File: src/ex_pkg.sv
`default_nettype none

package ex_pkg;

    // word mode and the shifter assume a 64-bit datapath
    localparam int unsigned XLEN = 64;

    typedef logic [XLEN-1:0] xlen_t;
    typedef logic [5:0]      shamt_t;

    typedef enum logic [4:0] {
        op_add    = 5'd0,
        op_sub    = 5'd1,
        op_pass_a = 5'd2,
        op_pass_b = 5'd3,
        op_xor    = 5'd4,
        op_or     = 5'd5,
        op_and    = 5'd6,
        op_sll    = 5'd7,
        op_srl    = 5'd8,
        op_sra    = 5'd9,
        op_slt    = 5'd10,
        op_sltu   = 5'd11,
        op_eq     = 5'd12,
        op_ge     = 5'd13,
        op_geu    = 5'd14,
        op_mul    = 5'd15,
        op_div    = 5'd16,
        op_divu   = 5'd17,
        op_rem    = 5'd18,
        op_remu   = 5'd19
    } alu_op_e;

    typedef enum logic {
        sel_a_pc  = 1'b0,
        sel_a_rs1 = 1'b1
    } sel_a_e;

    typedef enum logic [1:0] {
        sel_b_imm = 2'd0,
        sel_b_rs2 = 2'd1,
        sel_b_csr = 2'd2
    } sel_b_e;

    typedef struct packed {
        alu_op_e op;
        xlen_t   pc;
        xlen_t   rs1;
        xlen_t   rs2;
        xlen_t   csr;
        xlen_t   imm;
        sel_a_e  sel_a;
        sel_b_e  sel_b;
        logic    word;
    } ex_req_t;

    typedef struct packed {
        xlen_t a;
        xlen_t b;
        logic  word;
    } ex_operands_t;

    typedef enum logic [1:0] {
        st_idle       = 2'd0,
        st_mul_launch = 2'd1,
        st_mul_wait   = 2'd2
    } res_state_e;

endpackage

`default_nettype wire
File: src/ex_multiplier.sv
`timescale 1ns/100ps
`default_nettype none

module ex_multiplier #(
    parameter int unsigned MUL_BITS_PER_CYCLE = 2
) (
    input  wire           clk,
    input  wire           rst_n,
    input  wire           flush,
    input  wire           mul_start,
    input  ex_pkg::xlen_t a,
    input  ex_pkg::xlen_t b,
    output logic          mul_done,
    output ex_pkg::xlen_t mul_prod
);

    import ex_pkg::*;

    localparam int unsigned STEPS = XLEN / MUL_BITS_PER_CYCLE;
    localparam int unsigned CNT_W = $clog2(STEPS);

    if (MUL_BITS_PER_CYCLE != 1 && MUL_BITS_PER_CYCLE != 2
            && MUL_BITS_PER_CYCLE != 4) begin : g_bad_width
        $error("MUL_BITS_PER_CYCLE must be 1, 2 or 4");
    end

    logic             busy;
    logic [CNT_W-1:0] cnt;
    logic             last_step;
    xlen_t            a_q;
    xlen_t            b_q;
    xlen_t            acc;
    xlen_t            partial;

    assign last_step = (cnt == CNT_W'(STEPS - 1));

    // shifted copies of a for the low bits of b
    always_comb begin
        partial = '0;
        for (int i = 0; i < MUL_BITS_PER_CYCLE; i++) begin
            if (b_q[i]) begin
                partial = partial + (a_q << i);
            end
        end
    end

    always_ff @(posedge clk or negedge rst_n) begin
        if (!rst_n) begin
            busy     <= 1'b0;
            mul_done <= 1'b0;
            cnt      <= '0;
        end else begin
            mul_done <= 1'b0;
            if (flush) begin
                busy <= 1'b0;
            end else if (busy) begin
                cnt <= cnt + 1'b1;
                if (last_step) begin
                    busy     <= 1'b0;
                    mul_done <= 1'b1;
                end
            end else if (mul_start) begin
                busy <= 1'b1;
                cnt  <= '0;
            end
        end
    end

    always_ff @(posedge clk) begin
        if (!busy && mul_start) begin
            a_q <= a;
            b_q <= b;
            acc <= '0;
        end else if (busy) begin
            acc <= acc + partial;
            a_q <= a_q << MUL_BITS_PER_CYCLE;
            b_q <= b_q >> MUL_BITS_PER_CYCLE;
        end
    end

    // low half of the product valid with mul_done
    assign mul_prod = acc;

    a_no_start_busy: assert property (@(posedge clk) disable iff (!rst_n)
        mul_start |-> !busy);

    // one done pulse per accepted start, STEPS + 1 cycles later
    a_done_latency: assert property (@(posedge clk) disable iff (!rst_n)
        mul_done |-> $past(mul_start && !busy && !flush, STEPS + 1));

endmodule

`default_nettype wire

File: config.mk
export PLATFORM = sky130hd
export DESIGN_NAME = ex_multiplier
export DESIGN_NICKNAME = d
export VERILOG_FILES = /design/src/ex_pkg.sv /design/src/ex_multiplier.sv
export SDC_FILE = /design/constraint.sdc
export NUM_CORES = 1
export LEC_CHECK = 0
export BUFFER_PORTS_ARGS = -buffer_cell sky130_fd_sc_hd__buf_2
export CORE_ASPECT_RATIO = 1.2
export CORE_MARGIN = 2
export CORE_UTILIZATION = 40
export CTS_CLUSTER_SIZE = 28
export DETAILED_ROUTE_END_ITERATION = 6
export SYNTH_ARGS = -nofsm -noshare
export SYNTH_HDL_FRONTEND = slang
export SYNTH_SLANG_ARGS = --single-unit
File: constraint.sdc
create_clock -name clk -period 8 [get_ports clk]
set_input_delay 0.8 -clock clk [delete_from_list [all_inputs] [get_ports clk]]
set_output_delay 0.8 -clock clk [all_outputs]
set_load 0.01 [all_outputs]
==> results.py <==
metrics = {
    "clocking": {
        "clock_tree_from_tritoncts": "built",
        "clock_path_buffers": 2,
        "cts_buffers": 17,
        "cts_hold_fix_bufs": 0,
        "post_cts.resized_instances": 0,
        "ctsRootBufferMaster": "sky130_fd_sc_hd__clkbuf_16",
        "worstSkewPairLatency_ns": 0.47,
        "cts.sinks": 199,
        "cts_post_setup_buffers_inserted": 0,
        "path_clk_slew_ns": 0.08,
        "h-tree-depth": 4,
    },
    "sta": {
        "worst_hold_slack_ns": 0.1483,
        "setup_violations": 0,
        "setup-tns-final_ns": 0,
        "achievable-frequency_mhz": 156.1,
        "slew_viol_final": 0,
        "worst_slew_margin_rel_pct": 34.87,
        "timing_hold_violations_final": 0,
        "finalClockSkew_ns": 0.01383,
        "layout_min_cycle_time_ns": 6.407,
        "tightest_slew_ns": 0.9746,
        "final_min_period_over_clock_period_pct": 80.09,
        "rsz0062_at_grt": "no",
    },
    "critical_path": {
        "worst-endpoint-arrival_ns": 6.76,
        "critPathLaunchType": "flop",
        "timing.rr.end": "mul_prod[63]",
        "setup.worst_path.class": "flop to flop",
        "timing.critical_path.buf_inv": 0,
        "end_kind": "flop",
        "r2r_slack_ns": 1.59,
        "reg2reg_depth": 24,
        "top_delay_family_on_crit_path": "compound AO/OA/AOI/OAI gates",
        "cp_cell_sequence": "and2_1 > ha_1 > a21o_1 > maj3_2 > a21boi_2 > o221ai_1 > a211oi_2 > o21bai_1 > nor2b_1 > xnor2_1 > nand2_1 > a32o_1 > ha_1 > nand2_1 > nor2_1 > a211o_1 > a21o_1 > a221o_1 > o41ai_4 > o31ai_2 > a31oi_1 > o21ai_0 > o21ai_1 > o211ai_2",
        "cp_slowest_cell": "sky130_fd_sc_hd__o41ai_4",
        "critical_path.max_stage_delay_ns": 0.56,
        "crit_reg_reg_startpoint": "a_q[2]",
        "crit_cells": 24,
        "cp_max_fo": 9,
        "critical_path_required_ns": 8.35,
    },
    "placement": {
        "io_buffers": 196,
        "post-dp-hpwl_um": 36090,
        "finalWeightedCongestion": 0.9181,
    },
    "finish": {
        "area_growth_pct": 10.43,
        "final_layout_size_suffix_gt1_share_pct": 20.25,
        "layout.nets": 2280,
    },
    "synthesis": {
        "postSynthRegisterBits": 199,
        "multiplexer_share_of_the_synthesized_area_pct": 9.149,
        "synth_compound_gate_area_share_pct": 23.06,
        "synth_async_sr_flop_share_pct": 3.518,
        "post_synth_main_area_contributors": "sky130_fd_sc_hd__edfxtp_1 (23%), sky130_fd_sc_hd__mux2_2 (9.0%), sky130_fd_sc_hd__ha_1 (7.7%)",
        "netlist_area_um2": 16960,
        "seq_area_frac_synth_pct": 31.26,
        "syn-num-nets": 2180,
        "number_of_instances_in_the_synthesized_netlist": 1941,
        "largest_family_of_logic_cells_by_synthesized_area": "compound AO/OA/AOI/OAI gates",
        "synth_enable_flop_cells": 128,
        "ys.warnings.count": 0,
        "yosys.cell_count.top_type": "sky130_fd_sc_hd__nand2_1",
        "synthFlopType": "sky130_fd_sc_hd__edfxtp_1",
        "synth_common_cells": "sky130_fd_sc_hd__nand2_1 (230), sky130_fd_sc_hd__a21oi_1 (155), sky130_fd_sc_hd__mux2_2 (136), sky130_fd_sc_hd__o21ai_0 (132), sky130_fd_sc_hd__edfxtp_1 (128)",
        "synth-adder-area-share_pct": 8.109,
        "synth_xor_area_share_pct": 7.024,
        "syn-mean-instance-area_um2": 8.736,
        "synth_area_leader_cell": "sky130_fd_sc_hd__edfxtp_1",
        "post_synth_top_area_share_pct": 22.67,
        "synthDistinctLibCells": 105,
        "synth_simple_gate_area_share_pct": 17.27,
    },
    "route": {
        "first_iter_violations": 1077,
        "detail_route.drc_violations": 0,
        "post_drt_via_cell_ratio": 5.695,
        "detail-route-antenna-nets": 0,
        "avgRoutedWirePerCell_um": 18.13,
        "initial_drt_pass_iterations": 5,
        "vias_post_dr": 14830,
        "routed_wirelength_um": 47210,
    },
    "global_route": {
        "initial_antenna_violation_count": 11,
        "grt_max_degree": 79,
        "first_global_vias": 14210,
        "groute.usage.overall_pct": 21.75,
        "grt_overflow": 0,
        "grt_pass1_wl_um": 76360,
    },
    "run": {
        "drv_cap": 0,
    },
    "floorplanning": {
        "top_level_ports": 197,
        "die_height_um": 229.6,
        "die-area_um2": 44060,
        "initial_core_util_pct": 40.61,
        "floorplan.rows": 82,
        "fp.coreArea_um2": 41760,
        "floorplan.die.width_um": 192.0,
    },
    "power": {
        "p_leak_nw": 7.767,
        "powerDensity_nw_per_um2": 299.6,
        "vdd_ir_drop_max_uv": 184.5,
    },
    "outcome": {
        "run_status": "finished, final reports clean",
    },
    "min_path": {
        "hold_class": "input port to async pin",
    },
}
[metal layers]
metal	GRT usage [%]	vias up	part of all wire, %
met5	0	-	0.17
met4	7.260	14	2.4
met3	4.766	66	6.4
met2	32.06	406	43
met1	31.24	6984	48
li1	-	7360	-
[logic make-up after synthesis]
family | Yosys count
fa+ha+maj | 109
flops | 199
simple gates | 598
mux | 138
buf+inv | 168
compound gates | 593
xor+xnor | 136
[cell usage in the layout (no fill, tap or decap), types with 9 or more instances in the layout]
cell type,instances
sky130_fd_sc_hd__buf_4,11
sky130_fd_sc_hd__clkbuf_16,17
sky130_fd_sc_hd__ha_1,105
sky130_fd_sc_hd__nor2_1,99
sky130_fd_sc_hd__nand2_1,230
sky130_fd_sc_hd__o21bai_1,30
sky130_fd_sc_hd__a21oi_1,155
sky130_fd_sc_hd__buf_2,196
sky130_fd_sc_hd__nor4_1,10
sky130_fd_sc_hd__nor3_1,26
sky130_fd_sc_hd__and3_1,15
sky130_fd_sc_hd__and2_1,53
sky130_fd_sc_hd__o31ai_1,11
sky130_fd_sc_hd__a31oi_1,18
sky130_fd_sc_hd__xnor2_1,79
sky130_fd_sc_hd__nand2b_1,12
sky130_fd_sc_hd__xor2_1,57
sky130_fd_sc_hd__a22o_1,9
sky130_fd_sc_hd__o21ai_1,25
sky130_fd_sc_hd__nand4_1,28
sky130_fd_sc_hd__or3_1,12
sky130_fd_sc_hd__o21a_1,16
sky130_fd_sc_hd__a21o_1,65
sky130_fd_sc_hd__mux2_2,136
sky130_fd_sc_hd__nand3_1,38
sky130_fd_sc_hd__dfxtp_1,64
sky130_fd_sc_hd__nor2b_1,31
sky130_fd_sc_hd__inv_1,40
sky130_fd_sc_hd__o21ai_0,132
sky130_fd_sc_hd__edfxtp_1,128
sky130_fd_sc_hd__o22ai_1,15
[worst register-to-register path: stages (launching register included)]
cell	delay (ns)
sky130_fd_sc_hd__edfxtp_1	0.53
sky130_fd_sc_hd__and2_1	0.26
sky130_fd_sc_hd__ha_1	0.29
sky130_fd_sc_hd__a21o_1	0.17
sky130_fd_sc_hd__maj3_2	0.30
sky130_fd_sc_hd__a21boi_2	0.19
sky130_fd_sc_hd__o221ai_1	0.37
sky130_fd_sc_hd__a211oi_2	0.17
sky130_fd_sc_hd__o21bai_1	0.30
sky130_fd_sc_hd__nor2b_1	0.23
sky130_fd_sc_hd__xnor2_1	0.13
sky130_fd_sc_hd__nand2_1	0.07
sky130_fd_sc_hd__a32o_1	0.29
sky130_fd_sc_hd__ha_1	0.37
sky130_fd_sc_hd__nand2_1	0.10
sky130_fd_sc_hd__nor2_1	0.05
sky130_fd_sc_hd__a211o_1	0.28
sky130_fd_sc_hd__a21o_1	0.19
sky130_fd_sc_hd__a221o_1	0.49
sky130_fd_sc_hd__o41ai_4	0.56
sky130_fd_sc_hd__o31ai_2	0.17
sky130_fd_sc_hd__a31oi_1	0.34
sky130_fd_sc_hd__o21ai_0	0.16
sky130_fd_sc_hd__o21ai_1	0.20
sky130_fd_sc_hd__o211ai_2	0.09
[report_power, final]
group | switching (W) | internal, W
registers | 0.000281 | 0.00136
clock network | 0.000434 | 0.000406
logic | 0.00182 | 0.00131
total | 0.00253 | 0.00308
[flip-flops by register name (all words and copies together), names as in the netlist]
signal / cells
b_q: 64
busy: 1
mul_prod: 64
a_q: 64
mul_done: 1
cnt: 5
[worst max-delay path by stage]
stage,slack [ns],endpoint,startpoint
after detailed placement,1.67,mul_prod[58],a_q[1]
after global routing,1.12,mul_prod[60],a_q[1]
after floorplan,1.62,mul_prod[63],b_q[0]
after CTS,1.64,mul_prod[60],a_q[1]
after global placement,1.77,mul_prod[58],a_q[1]
final,1.59,mul_prod[63],a_q[2]
[area by class of cell]
| cell class | count | area [um2] |
|---|---|---|
| diodes | 4 | 10.01 |
| clock buffers | 18 | 429.2 |
| clock inverters | 14 | 110.1 |
| multi-input cells | 1574 | 10970 |
| inverters | 42 | 160.2 |
| repair buffers | 207 | 1064 |
| flip-flops and latches | 199 | 5300 |
| well taps | 546 | 683.2 |
| fillers | 4088 | 23030 |
[metrics by stage]
| stage | power (W) | instances | util [%] | cell area (um2) | worst slack (ns) |
|---|---|---|---|---|---|
| floorplan | 0.003959 | 1941 | - | 16960 | 1.623 |
| finish | 0.005611 | 2604 | 44.85 | 18730 | 1.593 |
| global route | 0.006077 | 2603 | 44.84 | 18720 | 1.117 |
| CTS | 0.005625 | 2600 | 44.82 | 18720 | 1.641 |
| global placement | 0.004728 | 2568 | 43.53 | 18180 | 1.770 |
| detailed placement | 0.004759 | 2568 | 43.53 | 18180 | 1.671 |
No activity file was read; power rests on OpenSTA's default activity.
