===== config.mk =====
export PLATFORM = sky130hd
export DESIGN_NAME = ex_operand_select
export DESIGN_NICKNAME = d
export VERILOG_FILES = /design/src/ex_pkg.sv /design/src/ex_operand_select.sv
export SDC_FILE = /design/constraint.sdc
export NUM_CORES = 1
export LEC_CHECK = 0
export ABC_CLOCK_PERIOD_IN_PS = 1200
export BUFFER_PORTS_ARGS = -buffer_cell sky130_fd_sc_hd__buf_2
export CAP_MARGIN = 20
export CORE_AREA = 10 10 169 171
export DETAILED_ROUTE_END_ITERATION = 8
export DIE_AREA = 0 0 179 181
export GPL_TIMING_DRIVEN = 0
export PLACE_DENSITY = 0.45
export SLEW_MARGIN = 20
export SYNTH_ARGS = -nofsm -noshare
export SYNTH_HDL_FRONTEND = slang
export SYNTH_SLANG_ARGS = --single-unit

===== constraint.sdc =====
create_clock -name vclk -period 1.2
set_input_delay 0.06 -clock vclk [all_inputs]
set_output_delay 0.06 -clock vclk [all_outputs]
set_load 0.01 [all_outputs]

===== src/ex_pkg.sv =====
`default_nettype none

package ex_pkg;

    // word mode and the shifter assume a 64-bit datapath
    localparam int unsigned XLEN = 64;

    typedef logic [XLEN-1:0] xlen_t;
    typedef logic [5:0]      shamt_t;

    typedef enum logic [4:0] {
        op_add    = 5'd0,
        op_sub    = 5'd1,
        op_pass_a = 5'd2,
        op_pass_b = 5'd3,
        op_xor    = 5'd4,
        op_or     = 5'd5,
        op_and    = 5'd6,
        op_sll    = 5'd7,
        op_srl    = 5'd8,
        op_sra    = 5'd9,
        op_slt    = 5'd10,
        op_sltu   = 5'd11,
        op_eq     = 5'd12,
        op_ge     = 5'd13,
        op_geu    = 5'd14,
        op_mul    = 5'd15,
        op_div    = 5'd16,
        op_divu   = 5'd17,
        op_rem    = 5'd18,
        op_remu   = 5'd19
    } alu_op_e;

    typedef enum logic {
        sel_a_pc  = 1'b0,
        sel_a_rs1 = 1'b1
    } sel_a_e;

    typedef enum logic [1:0] {
        sel_b_imm = 2'd0,
        sel_b_rs2 = 2'd1,
        sel_b_csr = 2'd2
    } sel_b_e;

    typedef struct packed {
        alu_op_e op;
        xlen_t   pc;
        xlen_t   rs1;
        xlen_t   rs2;
        xlen_t   csr;
        xlen_t   imm;
        sel_a_e  sel_a;
        sel_b_e  sel_b;
        logic    word;
    } ex_req_t;

    typedef struct packed {
        xlen_t a;
        xlen_t b;
        logic  word;
    } ex_operands_t;

    typedef enum logic [1:0] {
        st_idle       = 2'd0,
        st_mul_launch = 2'd1,
        st_mul_wait   = 2'd2
    } res_state_e;

endpackage

`default_nettype wire

===== src/ex_operand_select.sv =====
`timescale 1ns/100ps
`default_nettype none

module ex_operand_select (
    input  ex_pkg::ex_req_t      req,
    output ex_pkg::ex_operands_t opnds
);

    import ex_pkg::*;

    xlen_t rs1_eff;
    xlen_t a_sel;
    xlen_t b_sel;

    // word mode keeps only the low half of rs1
    always_comb begin
        if (req.word) begin
            rs1_eff = {32'b0, req.rs1[31:0]};
        end else begin
            rs1_eff = req.rs1;
        end
    end

    always_comb begin
        case (req.sel_a)
            sel_a_rs1: a_sel = rs1_eff;
            default:   a_sel = req.pc;
        endcase
    end

    // unused code 3 falls back to imm
    always_comb begin
        case (req.sel_b)
            sel_b_rs2: b_sel = req.rs2;
            sel_b_csr: b_sel = req.csr;
            default:   b_sel = req.imm;
        endcase
    end

    always_comb begin
        opnds.a    = a_sel;
        opnds.b    = b_sel;
        opnds.word = req.word;
    end

endmodule

`default_nettype wire


==> results of run 1 <==
power by group:
group	switching (µW)	leakage, µW	internal [µW]
Combinational	1220	0.00286	1270
Clock	0	0	0
Sequential	0	0	0
Total	1220	0.00286	1270
final timing paths:
check / from / to / slack (ns) / depth (start not counted)
setup / recovery: req[1] / opnds[42] / 0.005 / 9
hold / removal: req[233] / opnds[102] / 0.42 / 3
Yosys cell counts, drive strengths merged:
cell type	n	area, µm²
a22o	31	304
a22oi	64	480
buf	30	215
clkbuf	9	63.8
ha	2	25.0
inv	4	15.0
mux2	32	360
nand2	64	240
nand3b	1	7.51
nor2b	1	13.8
o21ai	65	325
what timing repair did:
| action | in CTS | in global routing |
|---|---|---|
| endpoints found under the hold margin | 0 | 0 |
| endpoints found under the setup margin | 64 | 64 |
| pin swaps | 5 | 5 |
| cloned | 3 | 3 |
| setup buffers | 2 | 3 |
| resized for setup | 76 | 87 |
cell type report:
class                      count  area share, %
buffer                        38           8.16
multi-input combinational    260           37.1
tap                          330           7.78
inverter                       4          0.330
timing repair buffer         463           46.6
cells by family after synthesis:
group	count (synthesis)	synth area share (%)
muxes	32	17.6
adders and majority gates	2	1.22
buffers and inverters	43	14.3
and+or+nand+nor	66	12.8
AOI/OAI and AO/OA	160	54.1
cell usage in the layout (no fill, tap or decap):
cell and count:
sky130_fd_sc_hd__buf_2 453, sky130_fd_sc_hd__a22oi_1 54, sky130_fd_sc_hd__nand2_1 50, sky130_fd_sc_hd__o21ai_1 35
sky130_fd_sc_hd__mux2_2 32, sky130_fd_sc_hd__a22o_2 26, sky130_fd_sc_hd__o21ai_0 16, sky130_fd_sc_hd__buf_6 15
sky130_fd_sc_hd__o21ai_2 12, sky130_fd_sc_hd__buf_4 12, sky130_fd_sc_hd__a22oi_2 10, sky130_fd_sc_hd__nand2_2 7
sky130_fd_sc_hd__nand2_4 7, sky130_fd_sc_hd__buf_8 6, sky130_fd_sc_hd__buf_12 5, sky130_fd_sc_hd__a22o_1 5
sky130_fd_sc_hd__clkbuf_8 3, sky130_fd_sc_hd__clkbuf_16 3, sky130_fd_sc_hd__inv_2 2, sky130_fd_sc_hd__clkbuf_4 2
sky130_fd_sc_hd__o21ai_4 2, sky130_fd_sc_hd__ha_4 2, sky130_fd_sc_hd__inv_4 1, sky130_fd_sc_hd__inv_1 1
sky130_fd_sc_hd__nand3b_1 1, sky130_fd_sc_hd__nor2b_4 1, sky130_fd_sc_hd__bufbuf_16 1, sky130_fd_sc_hd__buf_16 1
metrics by stage:
stage	utilization, %	setup TNS, ns	instances
floorplan	-	0	303
CTS	20.0	-0.439	1089
finish	21.2	0	1095
detailed placement	18.9	-18.05	1085
global placement	18.9	-18.74	1085
global route	21.2	-0.887	1095
routing by layer:
metal	vias to the layer above	track usage, %	share of wire (%)
met3	34	4.11	12
met2	279	20.4	49
met5	-	0	0.19
met1	1966	11.7	36
li1	2091	-	-
met4	6	2.78	2.7
==> out/qor.log, run 1 <==
INFO  layout         register_area=0µm²
INFO  layout         final_layout_size_suffix_gt1_share=78.8%
INFO  timing         timing.final.hold_violations=0
INFO  timing         max-slew-margin-rel=84.5%
INFO  route          drc=0
INFO  timing         post-route-min-period=1.19ns
INFO  setup_path     critPathLaunchType=primary input
INFO  global_routing grt_pass1_wl=28.6mm
INFO  layout         final_design_area_no_fill=0.00531mm²
INFO  clock_network  hold_buffers=0
INFO  route          drt-initial-drc-count=81
INFO  timing         report.final.setup_viol=0
INFO  floorplanning  initial_cell_density_of_the_core=8.19%
INFO  setup_path     path_buf_inv=6
INFO  power          power.leakage=0.00286µW
INFO  setup_path     critical_path.max_stage_delay=0.27ns
INFO  min_path       type_of_the_most_critical_hold_path=in -> out
INFO  power          max-vdd-ir-drop=212µV
INFO  setup_path     worst-path-max-fanout=7
INFO  route          routed_wl=21.3mm
INFO  setup_path     timing.critical_path.required=1.14ns
INFO  run_status     status=complete, no violations
INFO  placement      placed_area=0.00473mm²
INFO  synth          yosys.cell_types.count=16
INFO  synth          syn-mean-instance-area=6.77µm²
INFO  global_routing antenna_found_initial=3
INFO  floorplanning  die-width=179µm
INFO  route          vias_per_cell=4.00
INFO  power          powerDensity=469mW/mm²
INFO  route          routedWlPerCell=19.4µm
INFO  synth          yosys_warnings=0
INFO  setup_path     cp_cell_sequence=buf_8 -> inv_4 -> ha_4 -> buf_8 -> buf_12 -> clkbuf_16 -> nand2_2 -> o21ai_2 -> buf_2
INFO  synth          synthesis.nets=634
INFO  layout         multiInputGateArea=0.00197mm²
INFO  layout         final_nets=1098
INFO  job            timing.max_cap.violations=0
INFO  timing         timing.final.max_slew_violations=0
INFO  timing         fin_ws=0.00536ns
INFO  floorplanning  top_level_ports=458
INFO  global_routing overflow_after_grt=0
INFO  global_routing via_count_of_the_first_global_routing_pass=4825
INFO  global_routing grt_max_degree=11
INFO  layout         n_sequential_cell=0
INFO  layout         layout-area-overhead-vs-synth=159%
INFO  timing         fmax=837MHz
INFO  floorplanning  die-height=181µm
INFO  placement      place.detailed.hpwl=18.3mm
INFO  setup_path     worst_setup_path_end_kind=output port
INFO  global_routing grt_usage=11.2%
INFO  synth          synth_cells=303
INFO  synth          yosysSeqAreaShare=0%
INFO  setup_path     critical_path_data_arrival_time=1.13ns
INFO  floorplanning  die_area=0.0324mm²
INFO  timing         whs=0.418ns
INFO  setup_path     crit_family=buffers and inverters
INFO  floorplanning  floorplan.rows=58
INFO  setup_path     crit_path_top_delay_cell=sky130_fd_sc_hd__ha_4
INFO  timing         unrepaired_setup_endpoints_after_global_routing=true
INFO  route          dr_total_vias=4376
INFO  setup_path     critPathKind=in -> out
INFO  route          ant_nets=0
INFO  route          drtPass1Iterations=4
INFO  power          fin_total_pwr=2490µW
INFO  placement      finalWeightedCongestion=0.921
INFO  layout         antenna_cells_inserted=0
INFO  setup_path     cpMostUsedCell=sky130_fd_sc_hd__buf_8
INFO  timing         layout_worst_path_cycle_share=99.6%
INFO  placement      port_buffers=452
INFO  floorplanning  coreArea=0.0250mm²
INFO  timing         tightestPinTransition=0.233ns
INFO  synth          synth_area=0.00205mm²
INFO  layout         num-clock-buffers=0
INFO  placement      place_worst_setup_slack=-0.583ns
INFO  layout         filler_cells=2839
No activity file was read; power rests on OpenSTA's default activity.
==> inputs of run 2 (changes only) <==
--- a/config.mk
+++ b/config.mk
@@ -5,9 +5,9 @@
 export SDC_FILE = /design/constraint.sdc
 export NUM_CORES = 1
 export LEC_CHECK = 0
-export ABC_CLOCK_PERIOD_IN_PS = 1200
+export ABC_CLOCK_PERIOD_IN_PS = 1300
 export BUFFER_PORTS_ARGS = -buffer_cell sky130_fd_sc_hd__buf_2
-export CAP_MARGIN = 20
+export CAP_MARGIN = 30
 export CORE_AREA = 10 10 169 171
 export DETAILED_ROUTE_END_ITERATION = 8
 export DIE_AREA = 0 0 179 181
==> constraint.sdc (replaced) <==
create_clock -name vclk -period 1.3
set_input_delay 0.065 -clock vclk [all_inputs]
set_output_delay 0.065 -clock vclk [all_outputs]
set_load 0.01 [all_outputs]
==> out/qor.log, run 2 (synthesis gave the netlist of run 1 again) <==
INFO  setup_path     worst_setup_path_end_kind=output port
INFO  global_routing grt_pass1_wl=28.2mm
INFO  layout         num-clock-buffers=0
INFO  global_routing overflow_after_grt=0
INFO  setup_path     critPathLaunchType=primary input
INFO  power          share_seq_of_total_power=0%
INFO  placement      placed_area=0.00473mm²
INFO  setup_path     critical_path_data_arrival_time=1.19ns
INFO  floorplanning  die-height=181µm
INFO  power          switchingPower=1050µW
INFO  setup_path     critical_path.max_stage_delay=0.25ns
INFO  power          switching_share=49.3%
INFO  route          drtPass1Iterations=4
INFO  setup_path     cp_cell_sequence=buf_2 -> ha_4 -> buf_2 -> clkbuf_4 -> o21ai_2 -> buf_2
INFO  route          routed_wl=20.8mm
INFO  timing         timing.setup.tns=0ns
INFO  power          max-vdd-ir-drop=155µV
INFO  timing         timing.final.max_slew_violations=0
INFO  placement      place.detailed.hpwl=18.3mm
INFO  timing         timing.final.hold_violations=0
INFO  route          drc=0
INFO  placement      port_buffers=452
INFO  setup_path     critPathKind=in -> out
INFO  timing         post-route-min-period=1.25ns
INFO  run_status     status=complete, no violations
INFO  global_routing grt_max_degree=11
INFO  layout         layout.cells.most_common_list=sky130_fd_sc_hd__buf_2, sky130_fd_sc_hd__nand2_1, sky130_fd_sc_hd__a22oi_1
INFO  power          power.leakage=0.00275µW
INFO  floorplanning  die-width=179µm
INFO  job            timing.max_cap.violations=0
INFO  floorplanning  die_area=0.0324mm²
INFO  global_routing antenna_found_initial=3
INFO  layout         final_design_area_no_fill=0.00503mm²
INFO  power          power.internal=1080µW
INFO  placement      finalWeightedCongestion=0.921
INFO  layout         final_layout_size_suffix_gt1_share=74.9%
INFO  timing         layout_worst_path_cycle_share=96.4%
INFO  setup_path     worst-path-max-fanout=10
INFO  timing         report.final.setup_viol=0
INFO  layout         most_common_cell_after_layout_fill_and_taps_aside=sky130_fd_sc_hd__buf_2
INFO  global_routing grt_usage=11.0%
INFO  floorplanning  initial_cell_density_of_the_core=8.19%
INFO  floorplanning  coreArea=0.0250mm²
INFO  power          power.share.combinational=100.0%
INFO  route          vias_per_cell=3.98
INFO  route          drt-initial-drc-count=119
INFO  layout         register_area=0µm²
INFO  timing         unrepaired_setup_endpoints_after_global_routing=true
INFO  layout         multiInputGateArea=0.00182mm²
INFO  global_routing via_count_of_the_first_global_routing_pass=4766
INFO  layout         n_sequential_cell=0
INFO  layout         final_nets=1094
INFO  setup_path     cpMostUsedCell=sky130_fd_sc_hd__buf_2
INFO  layout         filler_cells=2875
INFO  min_path       type_of_the_most_critical_hold_path=in -> out
INFO  layout         antenna_cells_inserted=0
INFO  timing         tightestPinTransition=0.238ns
INFO  floorplanning  top_level_ports=458
INFO  timing         fin_ws=0.0462ns
INFO  power          p_clk_share=0%
INFO  route          routedWlPerCell=19.0µm
INFO  timing         max-slew-margin-rel=84.1%
INFO  power          powerDensity=424mW/mm²
INFO  placement      place_worst_setup_slack=-0.493ns
INFO  layout         layout-area-overhead-vs-synth=145%
INFO  layout         layoutNonFillerInstCount=1091
INFO  layout         final_core_util=20.1%
INFO  placement      place_inst=1085
INFO  floorplanning  floorplan.rows=58
INFO  setup_path     timing.critical_path.required=1.24ns
INFO  timing         fmax=798MHz
INFO  route          dr_total_vias=4337
INFO  route          ant_nets=0
INFO  setup_path     crit_path_top_delay_cell=sky130_fd_sc_hd__ha_4
-- run 2: changes by cell type in the layout (fill, tap and decap cells not counted), sizes merged --
cell    previous run  this run
buf              492       484
bufbuf             1         0
clkbuf             8        13
-- run 2: per-layer routing --
| metal | global-route usage (%) | share of wire (%) | wire length (µm) |
|---|---|---|---|
| met5 | 0 | 0.20 | 41 |
| met4 | 2.51 | 2.5 | 528 |
| met3 | 4.07 | 12 | 2550 |
| met2 | 20.0 | 49 | 10200 |
| met1 | 11.7 | 36 | 7430 |
-- run 2: worst paths after layout --
check,from,endpoint,slack [ns],cells after the start
worst min-delay path,req[233],opnds[102],0.43,3
worst max-delay path,req[2],opnds[26],0.05,6
-- run 2: metrics by stage --
| stage | power (µW) | hold slack (ns) |
|---|---|---|
| after floorplan | 861 | 0.222 |
| after global placement | 1970 | 0.424 |
| after detailed placement | 1970 | 0.426 |
| after CTS | 2050 | 0.427 |
| after global routing | 2330 | 0.445 |
| final | 2130 | 0.428 |
-- run 2: cell type report --
cell class | instances | area share (%)
inverters | 4 | 0.299
plain buffers | 38 | 8.31
repair buffers | 459 | 47.0
multi-input cells | 260 | 36.2
well taps | 330 | 8.21
-- run 2: power by group through the flow --
stage	clock network, µW	logic [µW]	registers, µW
after floorplan	0	861	0
after global placement	0	1970	0
after global routing	0	2330	0
final	0	2130	0
after detailed placement	0	1970	0
after CTS	0	2050	0
-- run 2: critical path: cells and delay by family --
kind	cells	cell delay, ns
buffers and inverters	4	0.66
adder cells (fa/ha/maj)	1	0.25
AO/OA/AOI/OAI	1	0.20
-- run 2: timing repair --
item / in CTS / in global routing
hold buffers: 0 / 0
setup endpoints to repair: 60 / 57
resized for setup: 42 / 42
cloned: 1 / 3
pin swaps: 1 / 2
hold endpoints to repair: 0 / 0
buffers inserted: 0 / 3
==> inputs of run 3 (changes only) <==
--- a/config.mk
+++ b/config.mk
@@ -5,14 +5,14 @@
 export SDC_FILE = /design/constraint.sdc
 export NUM_CORES = 1
 export LEC_CHECK = 0
-export ABC_CLOCK_PERIOD_IN_PS = 1300
+export ABC_CLOCK_PERIOD_IN_PS = 1430
 export BUFFER_PORTS_ARGS = -buffer_cell sky130_fd_sc_hd__buf_2
 export CAP_MARGIN = 30
 export CORE_AREA = 10 10 169 171
 export DETAILED_ROUTE_END_ITERATION = 8
 export DIE_AREA = 0 0 179 181
 export GPL_TIMING_DRIVEN = 0
-export PLACE_DENSITY = 0.45
+export PLACE_DENSITY_LB_ADDON = 0.25
 export SLEW_MARGIN = 20
 export SYNTH_ARGS = -nofsm -noshare
 export SYNTH_HDL_FRONTEND = slang
==> constraint.sdc (replaced) <==
create_clock -name vclk -period 1.43
set_input_delay 0.0715 -clock vclk [all_inputs]
set_output_delay 0.0715 -clock vclk [all_outputs]
set_load 0.01 [all_outputs]
==> out/qor.log, run 3 (synthesis gave the netlist of run 1 again) <==
INFO  layout         layout.cells.most_common_list=sky130_fd_sc_hd__buf_2, sky130_fd_sc_hd__nand2_1, sky130_fd_sc_hd__a22oi_1
INFO  floorplanning  die_area=0.0324mm²
INFO  setup_path     worst_setup_path_end_kind=output port
INFO  placement      place_worst_setup_slack=-0.406ns
INFO  placement      place.detailed.hpwl=17.9mm
INFO  global_routing grt_max_degree=11
INFO  global_routing grt_usage=10.7%
INFO  layout         final_nets=1088
INFO  route          drc=0
INFO  global_routing via_count_of_the_first_global_routing_pass=4727
INFO  min_path       worstHoldEndpoint=opnds[49]
INFO  timing         report.final.setup_viol=0
INFO  layout         most_common_cell_after_layout_fill_and_taps_aside=sky130_fd_sc_hd__buf_2
INFO  timing         fmax=733MHz
INFO  clock_network  hold_buffers=0
INFO  setup_path     cpMostUsedCell=sky130_fd_sc_hd__buf_2
INFO  floorplanning  top_level_ports=458
INFO  floorplanning  initial_cell_density_of_the_core=8.19%
INFO  layout         layoutNonFillerInstCount=1085
INFO  placement      port_buffers=452
INFO  setup_path     critPathLaunchType=primary input
INFO  route          vias_per_cell=3.92
INFO  layout         multiInputGateArea=0.00179mm²
INFO  layout         num-clock-buffers=0
INFO  placement      finalWeightedCongestion=0.903
INFO  route          routedWlPerCell=18.3µm
INFO  min_path       type_of_the_most_critical_hold_path=in -> out
INFO  clock_network  post_cts_setup_buffers=0
INFO  floorplanning  die-width=179µm
INFO  power          powerDensity=377mW/mm²
INFO  timing         unrepaired_setup_endpoints_after_global_routing=true
INFO  route          drt-initial-drc-count=119
INFO  min_path       worst_hold_start=req[52]
INFO  timing         layout_worst_path_cycle_share=95.4%
INFO  global_routing overflow_after_grt=0
INFO  timing         tightestPinTransition=0.321ns
INFO  setup_path     critPathKind=in -> out
INFO  layout         final_layout_size_suffix_gt1_share=73.9%
INFO  placement      place_inst=1085
INFO  global_routing antenna_found_initial=1
INFO  layout         register_area=0µm²
INFO  layout         n_sequential_cell=0
INFO  min_path       whs_path_depth=4
INFO  job            timing.max_cap.violations=0
INFO  setup_path     cp_cell_sequence=buf_2 -> inv_1 -> ha_1 -> buf_6 -> buf_2 -> nand2_1 -> o21ai_1 -> buf_2
INFO  timing         timing.final.hold_violations=0
INFO  setup_path     timing.critical_path.required=1.36ns
INFO  route          drtPass1Iterations=4
INFO  setup_path     crit_path_top_delay_cell=sky130_fd_sc_hd__ha_1
INFO  power          power.leakage=0.00267µW
INFO  floorplanning  floorplan.rows=58
INFO  run_status     status=complete, no violations
INFO  timing         max-slew-margin-rel=78.6%
INFO  route          ant_nets=0
INFO  layout         filler_cells=2899
INFO  route          dr_total_vias=4250
INFO  timing         fin_ws=0.0663ns
INFO  route          routed_wl=19.9mm
INFO  floorplanning  coreArea=0.0250mm²
INFO  setup_path     critical_path.max_stage_delay=0.29ns
INFO  power          max-vdd-ir-drop=138µV
INFO  setup_path     critical_path_data_arrival_time=1.29ns
INFO  global_routing grt_pass1_wl=27.5mm
INFO  floorplanning  die-height=181µm
INFO  timing         timing.final.max_slew_violations=0
INFO  timing         post-route-min-period=1.36ns
INFO  layout         layout-area-overhead-vs-synth=135%
INFO  power          fin_total_pwr=1820µW
INFO  setup_path     worst-path-max-fanout=10
INFO  layout         antenna_cells_inserted=0
[run 3: changes by cell type in the layout (fill, tap and decap cells not counted), moves of 4 or more]
| cell | before | now |
|---|---|---|
| sky130_fd_sc_hd__a22oi_1 | 57 | 61 |
| sky130_fd_sc_hd__a22oi_2 | 7 | 3 |
| sky130_fd_sc_hd__buf_6 | 14 | 10 |
| sky130_fd_sc_hd__buf_8 | 5 | 0 |
[run 3: worst max-delay path by stage]
| stage | start | endpoint | cells after the start |
|---|---|---|---|
| 2_1_floorplan | req[1] | opnds[16] | 5 |
| 6_report | req[1] | opnds[63] | 8 |
| 5_1_grt | req[1] | opnds[35] | 7 |
| 4_1_cts | req[1] | opnds[45] | 7 |
| 3_3_place_gp | req[1] | opnds[13] | 6 |
| 3_5_place_dp | req[1] | opnds[13] | 6 |
[run 3: area by class of cell]
cell class | instances | share of cell area (%)
plain buffers | 39 | 6.99
inverters | 4 | 0.312
multi-input cells | 260 | 37.1
well taps | 330 | 8.58
repair buffers | 452 | 47.0
[run 3: critical path, delay by kind of cell]
family | cells | cell delay, ns
adder cells (fa/ha/maj) | 1 | 0.29
AND/OR/NAND/NOR | 1 | 0.07
AO/OA/AOI/OAI | 1 | 0.16
buffers and inverters | 5 | 0.70
[run 3: stage by stage]
step | area [µm²] | setup TNS, ns | hold slack, ns | util (%)
detailed placement | 4730 | -5.93 | 0.435 | 18.9
global route | 4810 | -0.0480 | 0.455 | 19.2
CTS | 4750 | -0.000234 | 0.436 | 19.0
finish | 4810 | 0 | 0.438 | 19.2
floorplan | 2050 | 0 | 0.235 | -
global placement | 4730 | -5.77 | 0.437 | 18.9
[run 3: timing repair]
item,4_1_cts,5_1_grt
resized for setup,18,31
setup endpoints to repair,45,36
cloned,0,0
[run 3: routing by layer]
metal / wire length, µm / global-route usage (%) / share of wire, %
met5: 0 / 0 / 0
met4: 293 / 1.72 / 1.5
met3: 2450 / 3.52 / 12
met2: 10300 / 20.7 / 52
met1: 6840 / 11.0 / 34
[run 3: power breakdown]
group / internal (µW) / leakage (µW) / total [µW] / switching, µW
logic: 893 / 0.00267 / 1820 / 923
clock network: 0 / 0 / 0 / 0
registers: 0 / 0 / 0 / 0
total: 893 / 0.00267 / 1820 / 923
