## src/ex_pkg.sv

```systemverilog
`default_nettype none

package ex_pkg;

    // word mode and the shifter assume a 64-bit datapath
    localparam int unsigned XLEN = 64;

    typedef logic [XLEN-1:0] xlen_t;
    typedef logic [5:0]      shamt_t;

    typedef enum logic [4:0] {
        op_add    = 5'd0,
        op_sub    = 5'd1,
        op_pass_a = 5'd2,
        op_pass_b = 5'd3,
        op_xor    = 5'd4,
        op_or     = 5'd5,
        op_and    = 5'd6,
        op_sll    = 5'd7,
        op_srl    = 5'd8,
        op_sra    = 5'd9,
        op_slt    = 5'd10,
        op_sltu   = 5'd11,
        op_eq     = 5'd12,
        op_ge     = 5'd13,
        op_geu    = 5'd14,
        op_mul    = 5'd15,
        op_div    = 5'd16,
        op_divu   = 5'd17,
        op_rem    = 5'd18,
        op_remu   = 5'd19
    } alu_op_e;

    typedef enum logic {
        sel_a_pc  = 1'b0,
        sel_a_rs1 = 1'b1
    } sel_a_e;

    typedef enum logic [1:0] {
        sel_b_imm = 2'd0,
        sel_b_rs2 = 2'd1,
        sel_b_csr = 2'd2
    } sel_b_e;

    typedef struct packed {
        alu_op_e op;
        xlen_t   pc;
        xlen_t   rs1;
        xlen_t   rs2;
        xlen_t   csr;
        xlen_t   imm;
        sel_a_e  sel_a;
        sel_b_e  sel_b;
        logic    word;
    } ex_req_t;

    typedef struct packed {
        xlen_t a;
        xlen_t b;
        logic  word;
    } ex_operands_t;

    typedef enum logic [1:0] {
        st_idle       = 2'd0,
        st_mul_launch = 2'd1,
        st_mul_wait   = 2'd2
    } res_state_e;

endpackage

`default_nettype wire
```

## src/ex_result_stage.sv

```systemverilog
`timescale 1ns/100ps
`default_nettype none

module ex_result_stage (
    input  wire             clk,
    input  wire             rst_n,
    input  wire             flush,
    input  ex_pkg::alu_op_e op,
    input  ex_pkg::xlen_t   alu_res,
    input  wire             mul_done,
    input  ex_pkg::xlen_t   mul_prod,
    output logic            mul_start,
    output ex_pkg::xlen_t   res,
    output logic            stall
);

    import ex_pkg::*;

    res_state_e state;

    always_ff @(posedge clk or negedge rst_n) begin
        if (!rst_n) begin
            state     <= st_idle;
            mul_start <= 1'b0;
            res       <= '0;
        end else if (flush) begin
            // abort, res keeps its last value
            state     <= st_idle;
            mul_start <= 1'b0;
        end else begin
            mul_start <= 1'b0;
            case (state)
                st_idle: begin
                    if (op == op_mul) begin
                        state <= st_mul_launch;
                    end else begin
                        res <= alu_res;
                    end
                end
                st_mul_launch: begin
                    mul_start <= 1'b1;
                    state     <= st_mul_wait;
                end
                st_mul_wait: begin
                    if (mul_done) begin
                        res   <= mul_prod;
                        state <= st_idle;
                    end
                end
                default: state <= st_idle;
            endcase
        end
    end

    // held for the whole multiply
    assign stall = (state != st_idle);

    a_op_held: assert property (@(posedge clk) disable iff (!rst_n || flush)
        stall |-> $stable(op));

    a_done_in_wait: assert property (@(posedge clk) disable iff (!rst_n)
        mul_done |-> (state == st_mul_wait));

endmodule

`default_nettype wire

```

## config.mk

```make
export PLATFORM = sky130hd
export DESIGN_NAME = ex_result_stage
export DESIGN_NICKNAME = d
export VERILOG_FILES = /design/src/ex_pkg.sv /design/src/ex_result_stage.sv
export SDC_FILE = /design/constraint.sdc
export NUM_CORES = 1
export LEC_CHECK = 0
export ABC_AREA = 1
export BUFFER_PORTS_ARGS = -buffer_cell sky130_fd_sc_hd__buf_2
export CAP_MARGIN = 5
export CORE_AREA = 3 3 99 101
export CTS_CLUSTER_SIZE = 28
export DETAILED_ROUTE_END_ITERATION = 10
export DIE_AREA = 0 0 102 104
export GPL_TIMING_DRIVEN = 1
export PLACE_DENSITY = 0.81
export SYNTH_ARGS = -nofsm -noshare
export SYNTH_HDL_FRONTEND = slang
export SYNTH_SLANG_ARGS = --single-unit
```

## constraint.sdc

```tcl
create_clock -name clk -period 3.75 [get_ports clk]
set_input_delay 0.375 -clock clk [delete_from_list [all_inputs] [get_ports clk]]
set_output_delay 0.375 -clock clk [all_outputs]
set_load 0.005 [all_outputs]
```

==> metrics.md, run 1 <==
| Metric | Value |
|---|---|
| Fillers | `933` |
| TNS Setup | `0 ns` |
| Core footprint | `9110 um2` |
| HP Class | `in -> async` |
| Die Ht | `104 um` |
| H-tree depth | `3` |
| Leakage | `0.00291 uW` |
| Worst R2R End | `res[52]$_DFFE_PN0P_` |
| Top-area cell type share of the netlist area | `0.469` |
| I/O Buffers | `202` |
| Syn_area_per_cell | `7.11 um2` |
| Crit share post-route | `0.520` |
| DR DRC count | `0` |
| Largest net degree at the start of global routing | `66` |
| Top post-synthesis cells by area | `dfrtp_1, nand2_1, nand3_1, buf_2, buf_6` |
| Worst-Skew Late Latency | `0.32 ns` |
| Drt pass-1 iters | `5` |
| GRT Total Usage | `0.177` |
| Slew Limit Fails | `0` |
| Achievable Freq | `513 MHz` |
| Cell taking the most area after synthesis | `dfrtp_1` |
| Vias | `3,776` |
| FF+latch count, synth | `67` |
| Pwr Density | `349 nW/um2` |
| Worst Clk Skew | `0.00691 ns` |
| Detailed-route wire length per cell | `11.9 um` |
| Critical R2R Launch | `state[0]$_DFFE_PN0P_` |
| Die width | `102 um` |
| Seq/Total Area, Yosys | `0.469` |
| Fraction of layout cells with a size suffix above 1 | `0.343` |
| Die Footprint | `10,600 um2` |
| Sink Count | `67` |
| Post-CTS Hold Buffers | `0` |
| Startpoint types | `flop` |
| R2R setup slack | `1.80 ns` |
| CTS tree | `done` |
| Synth Instances | `503` |
| Run status | `completed` |
| Netlist cell types | `16` |
| Nets | `825` |
| Drt total wl | `9.58 mm` |
| Cell Rows | `35` |
| CP Data Required Time | `4.01 ns` |
| Vias per cell | `4.71` |
| Final Setup Violations | `0` |
| Clock Tree Buf Depth | `2` |
| N_diodes | `0` |
| Starting Density | `0.393` |
| FF-to-FF path depth | `7` |
| Area grow syn2layout | `31.5%` |
| GPL Wtd Cong | `0.732` |
| CTS clk-pin slew, worst paths | `0.07 ns` |
| Pre-CTS setup slack | `1.59 ns` |
| Arrival time worst endpoint | `2.21 ns` |
| Setup WS post-layout | `1.80 ns` |
| Worst-Margin Slew | `1.01 ns` |
| Post CTS Setup Buffer Count | `0` |
| Final-report hold violation count | `0` |
| Highest ir drop seen on vdd | `0.000135 V` |
| RSZ-0062 raised after global routing | `false` |
| Max-cap violations | `0` |
| Clk root buf | `clkbuf_8` |
| Tmin final | `1.95 ns` |
| Synth warnings | `0` |
| Vias in the first global route | `3,660` |
| Mapped Area | `3580 um2` |
| Gates resized, CTS repair | `0` |
| Crit. End Element | `flop` |
| Util after Layout | `0.516` |
| Syn nets | `640` |
| Io pins | `203` |
| Max Fanout on Critical Path | `64` |
| Kind of critical path | `reg -> reg` |
| Detailed placement HPWL | `7.00 mm` |
| Final ANT Viol Nets | `0` |
| Initial DRC count | `132` |
| Initial antenna violation count | `0` |
| First-pass GRT wire length | `15.6 mm` |
| CTS Buf Count | `9` |
| Relative max-transition margin | `0.327` |
| Gr ovfl total | `0` |
## metrics by stage
stage               hold WS [ns]  instance area (um2)  power [uW]  std cells
floorplan                 0.0794                 3580         997        503
global placement           0.451                 4530        1170        787
detailed placement         0.453                 4530        1190        787
CTS                        0.147                 4680        1670        801
global route               0.187                 4700        1750        802
finish                     0.128                 4700        1640        802
## cells in the final DEF (no fill, tap or decap)
cell type / count
inv_1: 4
nor2_1: 4
clkbuf_8: 9
inv_2: 2
clkbuf_1: 1
nor3_1: 1
dfrtp_1: 67
nand2_1: 312
nand2_2: 11
o21bai_1: 1
buf_16: 1
clkinv_2: 4
buf_2: 202
nand3_1: 64
nand3_2: 2
nand3_4: 1
nand2_4: 1
buf_4: 3
nor2_8: 1
## metal layers
metal | part of all wire | GRT usage | vias up | wire length, um
met5 | 0 | 0 | - | 0
met4 | 0.014 | 0.0619 | 0 | 136
met3 | 0.064 | 0.0302 | 15 | 609
met2 | 0.52 | 0.326 | 140 | 4950
met1 | 0.40 | 0.200 | 1706 | 3880
li1 | - | - | 1915 | -
## how the worst max path moves through the flow
stage / startpoint / depth (start not counted) / end / slack [ns]
6_report: state[0]$_DFFE_PN0P_ / 7 / res[52]$_DFFE_PN0P_ / 1.80
5_1_grt: state[0]$_DFFE_PN0P_ / 7 / res[34]$_DFFE_PN0P_ / 1.54
4_1_cts: state[0]$_DFFE_PN0P_ / 5 / res[63]$_DFFE_PN0P_ / 1.59
3_5_place_dp: state[0]$_DFFE_PN0P_ / 5 / res[63]$_DFFE_PN0P_ / 1.59
3_3_place_gp: state[0]$_DFFE_PN0P_ / 5 / res[12]$_DFFE_PN0P_ / 1.67
2_1_floorplan: state[0]$_DFFE_PN0P_ / 6 / res[46]$_DFFE_PN0P_ / 2.46
## cell usage after synthesis
cell type	count
nand2_1	312
dfrtp_1	67
nand3_1	65
buf_2	16
nand2_2	11
buf_4	9
buf_6	7
inv_1	4
nor2_1	4
inv_2	2
nand2_4	1
nand3_2	1
nand3_4	1
nor2_8	1
nor3_1	1
o21bai_1	1
## layout make-up
| class | instances | area [um2] | share of cell area |
|---|---|---|---|
| inverters | 6 | 22.5 | 0.00479 |
| flip-flops and latches | 67 | 1680 | 0.356 |
| multi-input cells | 398 | 1660 | 0.352 |
| clock buffers | 10 | 128 | 0.0271 |
| clock inverters | 4 | 20.0 | 0.00426 |
| repair buffers | 206 | 1060 | 0.226 |
| well taps | 111 | 139 | 0.0295 |
## state kept, by name (all words and copies together) (netlist names)
name / count
state: 2
mul_start: 1
res: 64
## kinds of logic (layout without fill, tap and decap cells)
logic type | after synthesis | in the layout | synth area share
buf+inv | 38 | 226 | 0.0696
flops | 67 | 67 | 0.469
compound gates | 1 | 1 | 0.00210
simple gates | 397 | 397 | 0.460
## critical path, stage by stage (launching register included)
cell,delay (ns)
dfrtp_1,0.47
inv_2,0.13
nand2_2,0.07
inv_2,0.73
nand2_1,0.13
nand2_1,0.14
nand3_1,0.09
nand2_1,0.11
## power by group
part | switching (uW) | internal (uW) | total (uW) | leakage (uW)
combinational | 171 | 162 | 333 | 0.00200
sequential | 40.9 | 798 | 839 | 0.000823
clock | 241 | 228 | 469 | 0.0000815
Note: power is estimated with default switching activity, not from simulation.
==> inputs of run 2 (changes only) <==
--- a/config.mk
+++ b/config.mk
@@ -13,7 +13,7 @@
 export DETAILED_ROUTE_END_ITERATION = 10
 export DIE_AREA = 0 0 102 104
 export GPL_TIMING_DRIVEN = 1
-export PLACE_DENSITY = 0.81
+export PLACE_DENSITY = 0.83
 export SYNTH_ARGS = -nofsm -noshare
 export SYNTH_HDL_FRONTEND = slang
 export SYNTH_SLANG_ARGS = --single-unit
==> constraint.sdc (replaced) <==
create_clock -name clk -period 1.6 [get_ports clk]
set_input_delay 0.16 -clock clk [delete_from_list [all_inputs] [get_ports clk]]
set_output_delay 0.16 -clock clk [all_outputs]
set_load 0.005 [all_outputs]
==> run 2 against run 1 <==
Compared with the run above:
- sequential power rose by 130%
- cell area is 4.4% higher
- register-to-register slack worse by 1.6 ns
- via count down 0.93%
- count of clock-buffer cells in the layout up 2
- global-route usage is 0.48 points higher
- critical path depth down 1
- cell count grew 1.2%
- largest power group unchanged
==> metrics.md, run 2 (synthesis results as in run 1) <==
| Metric | Value |
|---|---|
| Run status | `completed (unchanged)` |
| HP Class | `in -> reg (was in -> async)` |
| Gr ovfl total | `0 (unchanged)` |
| Most frequent cells in the layout | `nand2_1, buf_2, dfrtp_1, nand3_1, clkbuf_8 (was nand2_1, buf_2, dfrtp_1, nand3_1, nand2_2)` |
| Cell Rows | `35 (unchanged)` |
| Max Fanout on Critical Path | `64 (unchanged)` |
| Drt pass-1 iters | `4 (was 5)` |
| Pwr Density | `923 nW/um2 (was 349 nW/um2)` |
| Detailed placement HPWL | `6.99 mm (was 7.00 mm)` |
| First-pass GRT wire length | `15.8 mm (was 15.6 mm)` |
| Core footprint | `9110 um2 (unchanged)` |
| Vias per cell | `4.61 (was 4.71)` |
| Clk root buf | `clkbuf_8 (unchanged)` |
| I/O Buffers | `202 (unchanged)` |
| Nets | `833 (was 825)` |
| Final ANT Viol Nets | `0 (unchanged)` |
| Worst-Margin Slew | `0.400 ns (was 1.01 ns)` |
| Io pins | `203 (unchanged)` |
| Arrival time worst endpoint | `1.63 ns (was 2.21 ns)` |
| P_int | `3420 uW (was 1190 uW)` |
| Highest ir drop seen on vdd | `0.000396 V (was 0.000135 V)` |
| Final std cells w/o fill | `812 (was 802)` |
| DR DRC count | `0 (unchanged)` |
| Flip-flop count of the largest register after layout | `64 (unchanged)` |
| Switching power | `1110 uW (was 454 uW)` |
| Leakage | `0.00300 uW (was 0.00291 uW)` |
| Relative max-transition margin | `0.733 (was 0.327)` |
| Post CTS Setup Buffer Count | `0 (unchanged)` |
| Sw Ratio | `0.245 (was 0.276)` |
| Vias in the first global route | `3,476 (was 3,660)` |
| Initial DRC count | `158 (was 132)` |
| Achievable Freq | `732 MHz (was 513 MHz)` |
| H-tree depth | `3 (unchanged)` |
| GPL Wtd Cong | `0.756 (was 0.732)` |
| Tmin final | `1.37 ns (was 1.95 ns)` |
| CTS tree | `done (unchanged)` |
| Flop pwr share | `0.434 (was 0.511)` |
| Most common cell after layout, fill and taps aside | `nand2_1 (unchanged)` |
| Worst Clk Skew | `0.0100 ns (was 0.00691 ns)` |
| N_diodes | `0 (unchanged)` |
| Final Setup Violations | `0 (unchanged)` |
| TNS Setup | `0 ns (unchanged)` |
| Top reg by flops | `res (unchanged)` |
| Kind of critical path | `reg -> reg (unchanged)` |
| Max-cap violations | `0 (unchanged)` |
| Fraction of layout cells with a size suffix above 1 | `0.352 (was 0.343)` |
| CTS clk-pin slew, worst paths | `0.06 ns (was 0.07 ns)` |
| Combinational share of power | `0.175 (was 0.203)` |
| CP Cell Sequence | `nor2_1, nand3_2, nand3_2, buf_12, nand2_1, nand2_1 (was inv_2, nand2_2, inv_2, nand2_1, nand2_1, nand3_1, nand2_1)` |
| CTS Buf Count | `9 (unchanged)` |
| GRT Total Usage | `0.182 (was 0.177)` |
| Crit-path slowest cell | `dfrtp_1 (was inv_2)` |
| Vias | `3,741 (was 3,776)` |
| Startpoint types | `flop (unchanged)` |
| Crit. End Element | `flop (unchanged)` |
| Sink Count | `67 (unchanged)` |
| Die Footprint | `10,600 um2 (unchanged)` |
| Final-report hold violation count | `0 (unchanged)` |
| Slew Limit Fails | `0 (unchanged)` |
| Initial antenna violation count | `0 (unchanged)` |
| Largest net degree at the start of global routing | `68 (was 66)` |
| Dpl cells | `795 (was 787)` |
| Crit path largest cell delay | `0.43 ns (was 0.73 ns)` |
| Crit share post-route | `0.854 (was 0.520)` |
| Die width | `102 um (unchanged)` |
| CP Data Required Time | `1.86 ns (was 4.01 ns)` |
| Clock share of power | `0.391 (was 0.286)` |
| Die Ht | `104 um (unchanged)` |
| Starting Density | `0.393 (unchanged)` |
| Biggest regs | `res x64, state x2, mul_start x1 (unchanged)` |
| Worst-Skew Late Latency | `0.33 ns (was 0.32 ns)` |
| Clock Tree Buf Depth | `2 (unchanged)` |
| Detailed-route wire length per cell | `11.9 um (about the same)` |
| RSZ-0062 raised after global routing | `false (unchanged)` |
| Drt total wl | `9.69 mm (was 9.58 mm)` |
| Area grow syn2layout | `37.2% (was 31.5%)` |
-- run 2: changes by cell type in the layout (fill, tap and decap cells not counted), sizes merged --
| cell | previous run | this run |
|---|---|---|
| buf | 206 | 213 |
| bufinv | 0 | 3 |
| clkbuf | 10 | 12 |
| clkinv | 4 | 1 |
| dlygate4sd3 | 0 | 1 |
-- run 2: worst paths after layout --
path / startpoint / endpoint / slack, ns / depth (start not counted)
worst max-delay path: state[1]$_DFFE_PN0P_ / res[4]$_DFFE_PN0P_ / 0.23 / 6
worst min-delay path: flush / state[1]$_DFFE_PN0P_ / 0.06 / 2
worst max register to register: state[1]$_DFFE_PN0P_ / res[4]$_DFFE_PN0P_ / 0.23 / 6
worst min register to register: res[39]$_DFFE_PN0P_ / res[39]$_DFFE_PN0P_ / 0.47 / 2
max in group asynchronous: rst_n / state[1]$_DFFE_PN0P_ / 0.95 / 3
min in group asynchronous: rst_n / res[61]$_DFFE_PN0P_ / 0.36 / 3
-- run 2: metrics by stage --
| stage | worst slack (ns) | total power (uW) | util | hold WS (ns) | instance area (um2) |
|---|---|---|---|---|---|
| after floorplan | 0.311 | 2340 | - | -0.136 | 3580 |
| after global placement | 0.270 | 2780 | 0.509 | 0.211 | 4640 |
| after detailed placement | 0.228 | 2800 | 0.509 | 0.204 | 4640 |
| after CTS | 0.223 | 4600 | 0.539 | 0.0440 | 4910 |
| after global routing | 0.0539 | 4810 | 0.539 | 0.0418 | 4910 |
| final | 0.234 | 4530 | 0.539 | 0.0626 | 4910 |
-- run 2: metal layers --
layer	routed length [um]	GRT usage	up-vias
met1	4170	0.225	1668
li1	-	-	1932
met3	674	0.0537	8
met2	4740	0.309	133
met5	0	0	-
met4	111	0.0422	0
-- run 2: power by group through the flow --
stage          logic (uW)  clock network (uW)  registers (uW)
2_1_floorplan         327                   0            2010
3_3_place_gp          788                   0            1990
3_5_place_dp          806                   0            1990
4_1_cts               809                1820            1970
5_1_grt               910                1910            1990
6_report              793                1770            1960
-- run 2: what timing repair did --
item	CTS	global route
hold buffers	1	0
gates resized for setup	0	0
endpoints found under the hold margin	67	0
-- run 2: area by class of cell --
| cell class | instances | area (um2) |
|---|---|---|
| fill | 906 | 4200 |
| clock inverter | 4 | 95.1 |
| sequential | 67 | 1680 |
| tap | 111 | 139 |
| clock buffer | 12 | 165 |
| inverter | 6 | 22.5 |
| timing repair buffer | 214 | 1150 |
| multi-input combinational | 398 | 1660 |
-- run 2: critical path: cells and delay by family, from the launching register on --
family	cells	cell delay (ns)
buffers and inverters	1	0.26
DFF	1	0.43
and+or+nand+nor	5	0.57
==> inputs of run 3 (changes only) <==
==> constraint.sdc (replaced) <==
create_clock -name clk -period 1.6 [get_ports clk]
set_input_delay 0 -clock clk [delete_from_list [all_inputs] [get_ports clk]]
set_output_delay 0 -clock clk [all_outputs]
set_load 0.005 [all_outputs]
==> run 3 against run 2 <==
Compared with the run above:
- sequential power about the same
- routed wire length rose by 21%
- first-iteration DRC count decreased by 2.5%
- maximum frequency shrank 0.44%
- sequential share of layout area is 4.8 points lower
- clock power about the same
- via count grew 12%
- cell area up 16%
- combinational power is 22% higher
- register-to-register slack is essentially flat
- critical path depth is 1 higher
- critical path type unchanged
- highest routed layer unchanged
==> metrics.md, run 3 (synthesis results as in run 1) <==
| Metric | Value |
|---|---|
| Achievable Freq | `729 MHz (was 732 MHz)` |
| Vias in the first global route | `4,211 (was 3,476)` |
| Drt total wl | `11.7 mm (was 9.69 mm)` |
| Flip-flop count of the largest register after layout | `64 (unchanged)` |
| CP startpoint | `state[0]$_DFFE_PN0P_ (was state[1]$_DFFE_PN0P_)` |
| FF-to-FF path depth | `7 (was 6)` |
| First-pass GRT wire length | `19.0 mm (was 15.8 mm)` |
| Vias | `4,205 (was 3,741)` |
| P_int | `3550 uW (was 3420 uW)` |
| Worst-Skew Late Latency | `0.34 ns (was 0.33 ns)` |
| HP Class | `in -> reg (unchanged)` |
| Kind of critical path | `reg -> reg (unchanged)` |
| RSZ-0062 raised after global routing | `false (unchanged)` |
| Combinational share of power | `0.205 (was 0.175)` |
| Drt pass-1 iters | `4 (unchanged)` |
| Run status | `completed (unchanged)` |
| CTS tree | `done (unchanged)` |
| Biggest regs | `res x64, state x2, mul_start x1 (unchanged)` |
| Die width | `102 um (unchanged)` |
| Final-report hold violation count | `0 (unchanged)` |
| Detailed placement HPWL | `6.99 mm (unchanged)` |
| Most common cell after layout, fill and taps aside | `nand2_1 (unchanged)` |
| R2R setup slack | `0.23 ns (about the same)` |
| Critical R2R Launch | `state[0]$_DFFE_PN0P_ (was state[1]$_DFFE_PN0P_)` |
| Slew Limit Fails | `0 (unchanged)` |
| Gr ovfl total | `0 (unchanged)` |
| Pwr Density | `825 nW/um2 (was 923 nW/um2)` |
| Flop pwr share | `0.418 (was 0.434)` |
| Tmin final | `1.37 ns (about the same)` |
| N_diodes | `0 (unchanged)` |
| Nets | `913 (was 833)` |
| Startpoint types | `flop (unchanged)` |
| Fraction of layout cells with a size suffix above 1 | `0.316 (was 0.352)` |
| Vias per cell | `4.71 (was 4.61)` |
| Arrival time worst endpoint | `1.64 ns (was 1.63 ns)` |
| Die Ht | `104 um (unchanged)` |
| Sw Ratio | `0.246 (was 0.245)` |
| Leakage | `0.00334 uW (was 0.00300 uW)` |
| CTS Buf Count | `9 (unchanged)` |
| Initial antenna violation count | `0 (unchanged)` |
| Initial DRC count | `154 (was 158)` |
| Worst Clk Skew | `0.0130 ns (was 0.0100 ns)` |
| GPL Wtd Cong | `0.756 (unchanged)` |
| TNS Setup | `0 ns (unchanged)` |
| Clk root buf | `clkbuf_8 (unchanged)` |
| Clock share of power | `0.378 (was 0.391)` |
| Highest ir drop seen on vdd | `0.000398 V (was 0.000396 V)` |
| Crit. End Element | `flop (unchanged)` |
| Starting Density | `0.393 (unchanged)` |
| Max Fanout on Critical Path | `33 (was 64)` |
| Core footprint | `9110 um2 (unchanged)` |
| Io pins | `203 (unchanged)` |
| Cell Rows | `35 (unchanged)` |
| I/O Buffers | `202 (unchanged)` |
| Crit share post-route | `0.858 (was 0.854)` |
| Clock Tree Buf Depth | `2 (unchanged)` |
| Final Setup Violations | `0 (unchanged)` |
| Area grow syn2layout | `59.6% (was 37.2%)` |
| H-tree depth | `3 (unchanged)` |
| Detailed-route wire length per cell | `13.1 um (was 11.9 um)` |
| CP Data Required Time | `1.87 ns (was 1.86 ns)` |
| CTS clk-pin slew, worst paths | `0.07 ns (was 0.06 ns)` |
| Most frequent cells in the layout | `nand2_1, buf_2, dlygate4sd3_1, dfrtp_1, nand3_1 (was nand2_1, buf_2, dfrtp_1, nand3_1, clkbuf_8)` |
| Relative max-transition margin | `0.732 (was 0.733)` |
| Worst-Margin Slew | `0.403 ns (was 0.400 ns)` |
| Switching power | `1160 uW (was 1110 uW)` |
| Sink Count | `67 (unchanged)` |
| Top reg by flops | `res (unchanged)` |
| Final ANT Viol Nets | `0 (unchanged)` |
| DR DRC count | `0 (unchanged)` |
| Largest net degree at the start of global routing | `68 (unchanged)` |
| Die Footprint | `10,600 um2 (unchanged)` |
| Critical Path End | `res[30]$_DFFE_PN0P_ (was res[4]$_DFFE_PN0P_)` |
| Max-cap violations | `0 (unchanged)` |
| GRT Total Usage | `0.221 (was 0.182)` |
| Pwr Total | `4710 uW (was 4530 uW)` |
| Worst R2R End | `res[30]$_DFFE_PN0P_ (was res[4]$_DFFE_PN0P_)` |
| Gates resized, CTS repair | `0 (unchanged)` |
-- run 3: cell type report --
type / instances / area, um2
clock buffers: 12 / 165
clock inverters: 4 / 95.1
fillers: 777 / 3400
inverters: 6 / 22.5
multi-input cells: 398 / 1660
flip-flops and latches: 67 / 1680
well taps: 111 / 139
repair buffers: 294 / 1950
-- run 3: worst max-delay path: stages (launching register included) --
cell     delay, ns
dfrtp_1       0.41
inv_2         0.08
nand2_2       0.08
buf_4         0.36
nand2_1       0.11
nand2_1       0.09
nand3_1       0.07
nand2_1       0.09
-- run 3: worst min path at each step --
stage	from	to	slack (ns)	cells after the start
floorplan	rst_n	mul_start$_DFF_PN0_	-0.30	0
global placement	rst_n	res[59]$_DFFE_PN0P_	0.05	2
detailed placement	rst_n	res[61]$_DFFE_PN0P_	0.04	2
CTS	mul_prod[35]	res[35]$_DFFE_PN0P_	0.0001	5
global route	mul_prod[34]	res[34]$_DFFE_PN0P_	0.01	5
finish	mul_prod[35]	res[35]$_DFFE_PN0P_	0.004	5
-- run 3: routing by layer --
metal  vias up  share of wire  track usage
li1       2092              -            -
met1      1899           0.40        0.250
met2       174           0.50        0.389
met3        40          0.057       0.0550
met4         0          0.038       0.0909
met5         -              0            0
-- run 3: timing repair --
item / 4_1_cts / 5_1_grt
hold endpoints to repair: 114 / 2
setup buffers: 0 / 0
hold buffers: 79 / 2
-- run 3: power groups by stage --
stage	Sequential, uW	Clock [uW]	Combinational (uW)
floorplan	2010	0	327
global placement	1990	0	788
detailed placement	1990	0	806
CTS	1970	1820	953
global route	1990	1910	1080
finish	1970	1780	965
-- run 3: through the flow --
stage / util / setup slack, ns / hold WS (ns) / instance area, um2 / instances
final: 0.627 / 0.228 / 0.00438 / 5710 / 892
after detailed placement: 0.509 / 0.228 / 0.0439 / 4640 / 795
after global placement: 0.509 / 0.270 / 0.0515 / 4640 / 795
after CTS: 0.625 / 0.223 / 0.000113 / 5690 / 890
after floorplan: - / 0.311 / -0.296 / 3580 / 503
after global routing: 0.627 / 0.0609 / 0.0118 / 5710 / 892
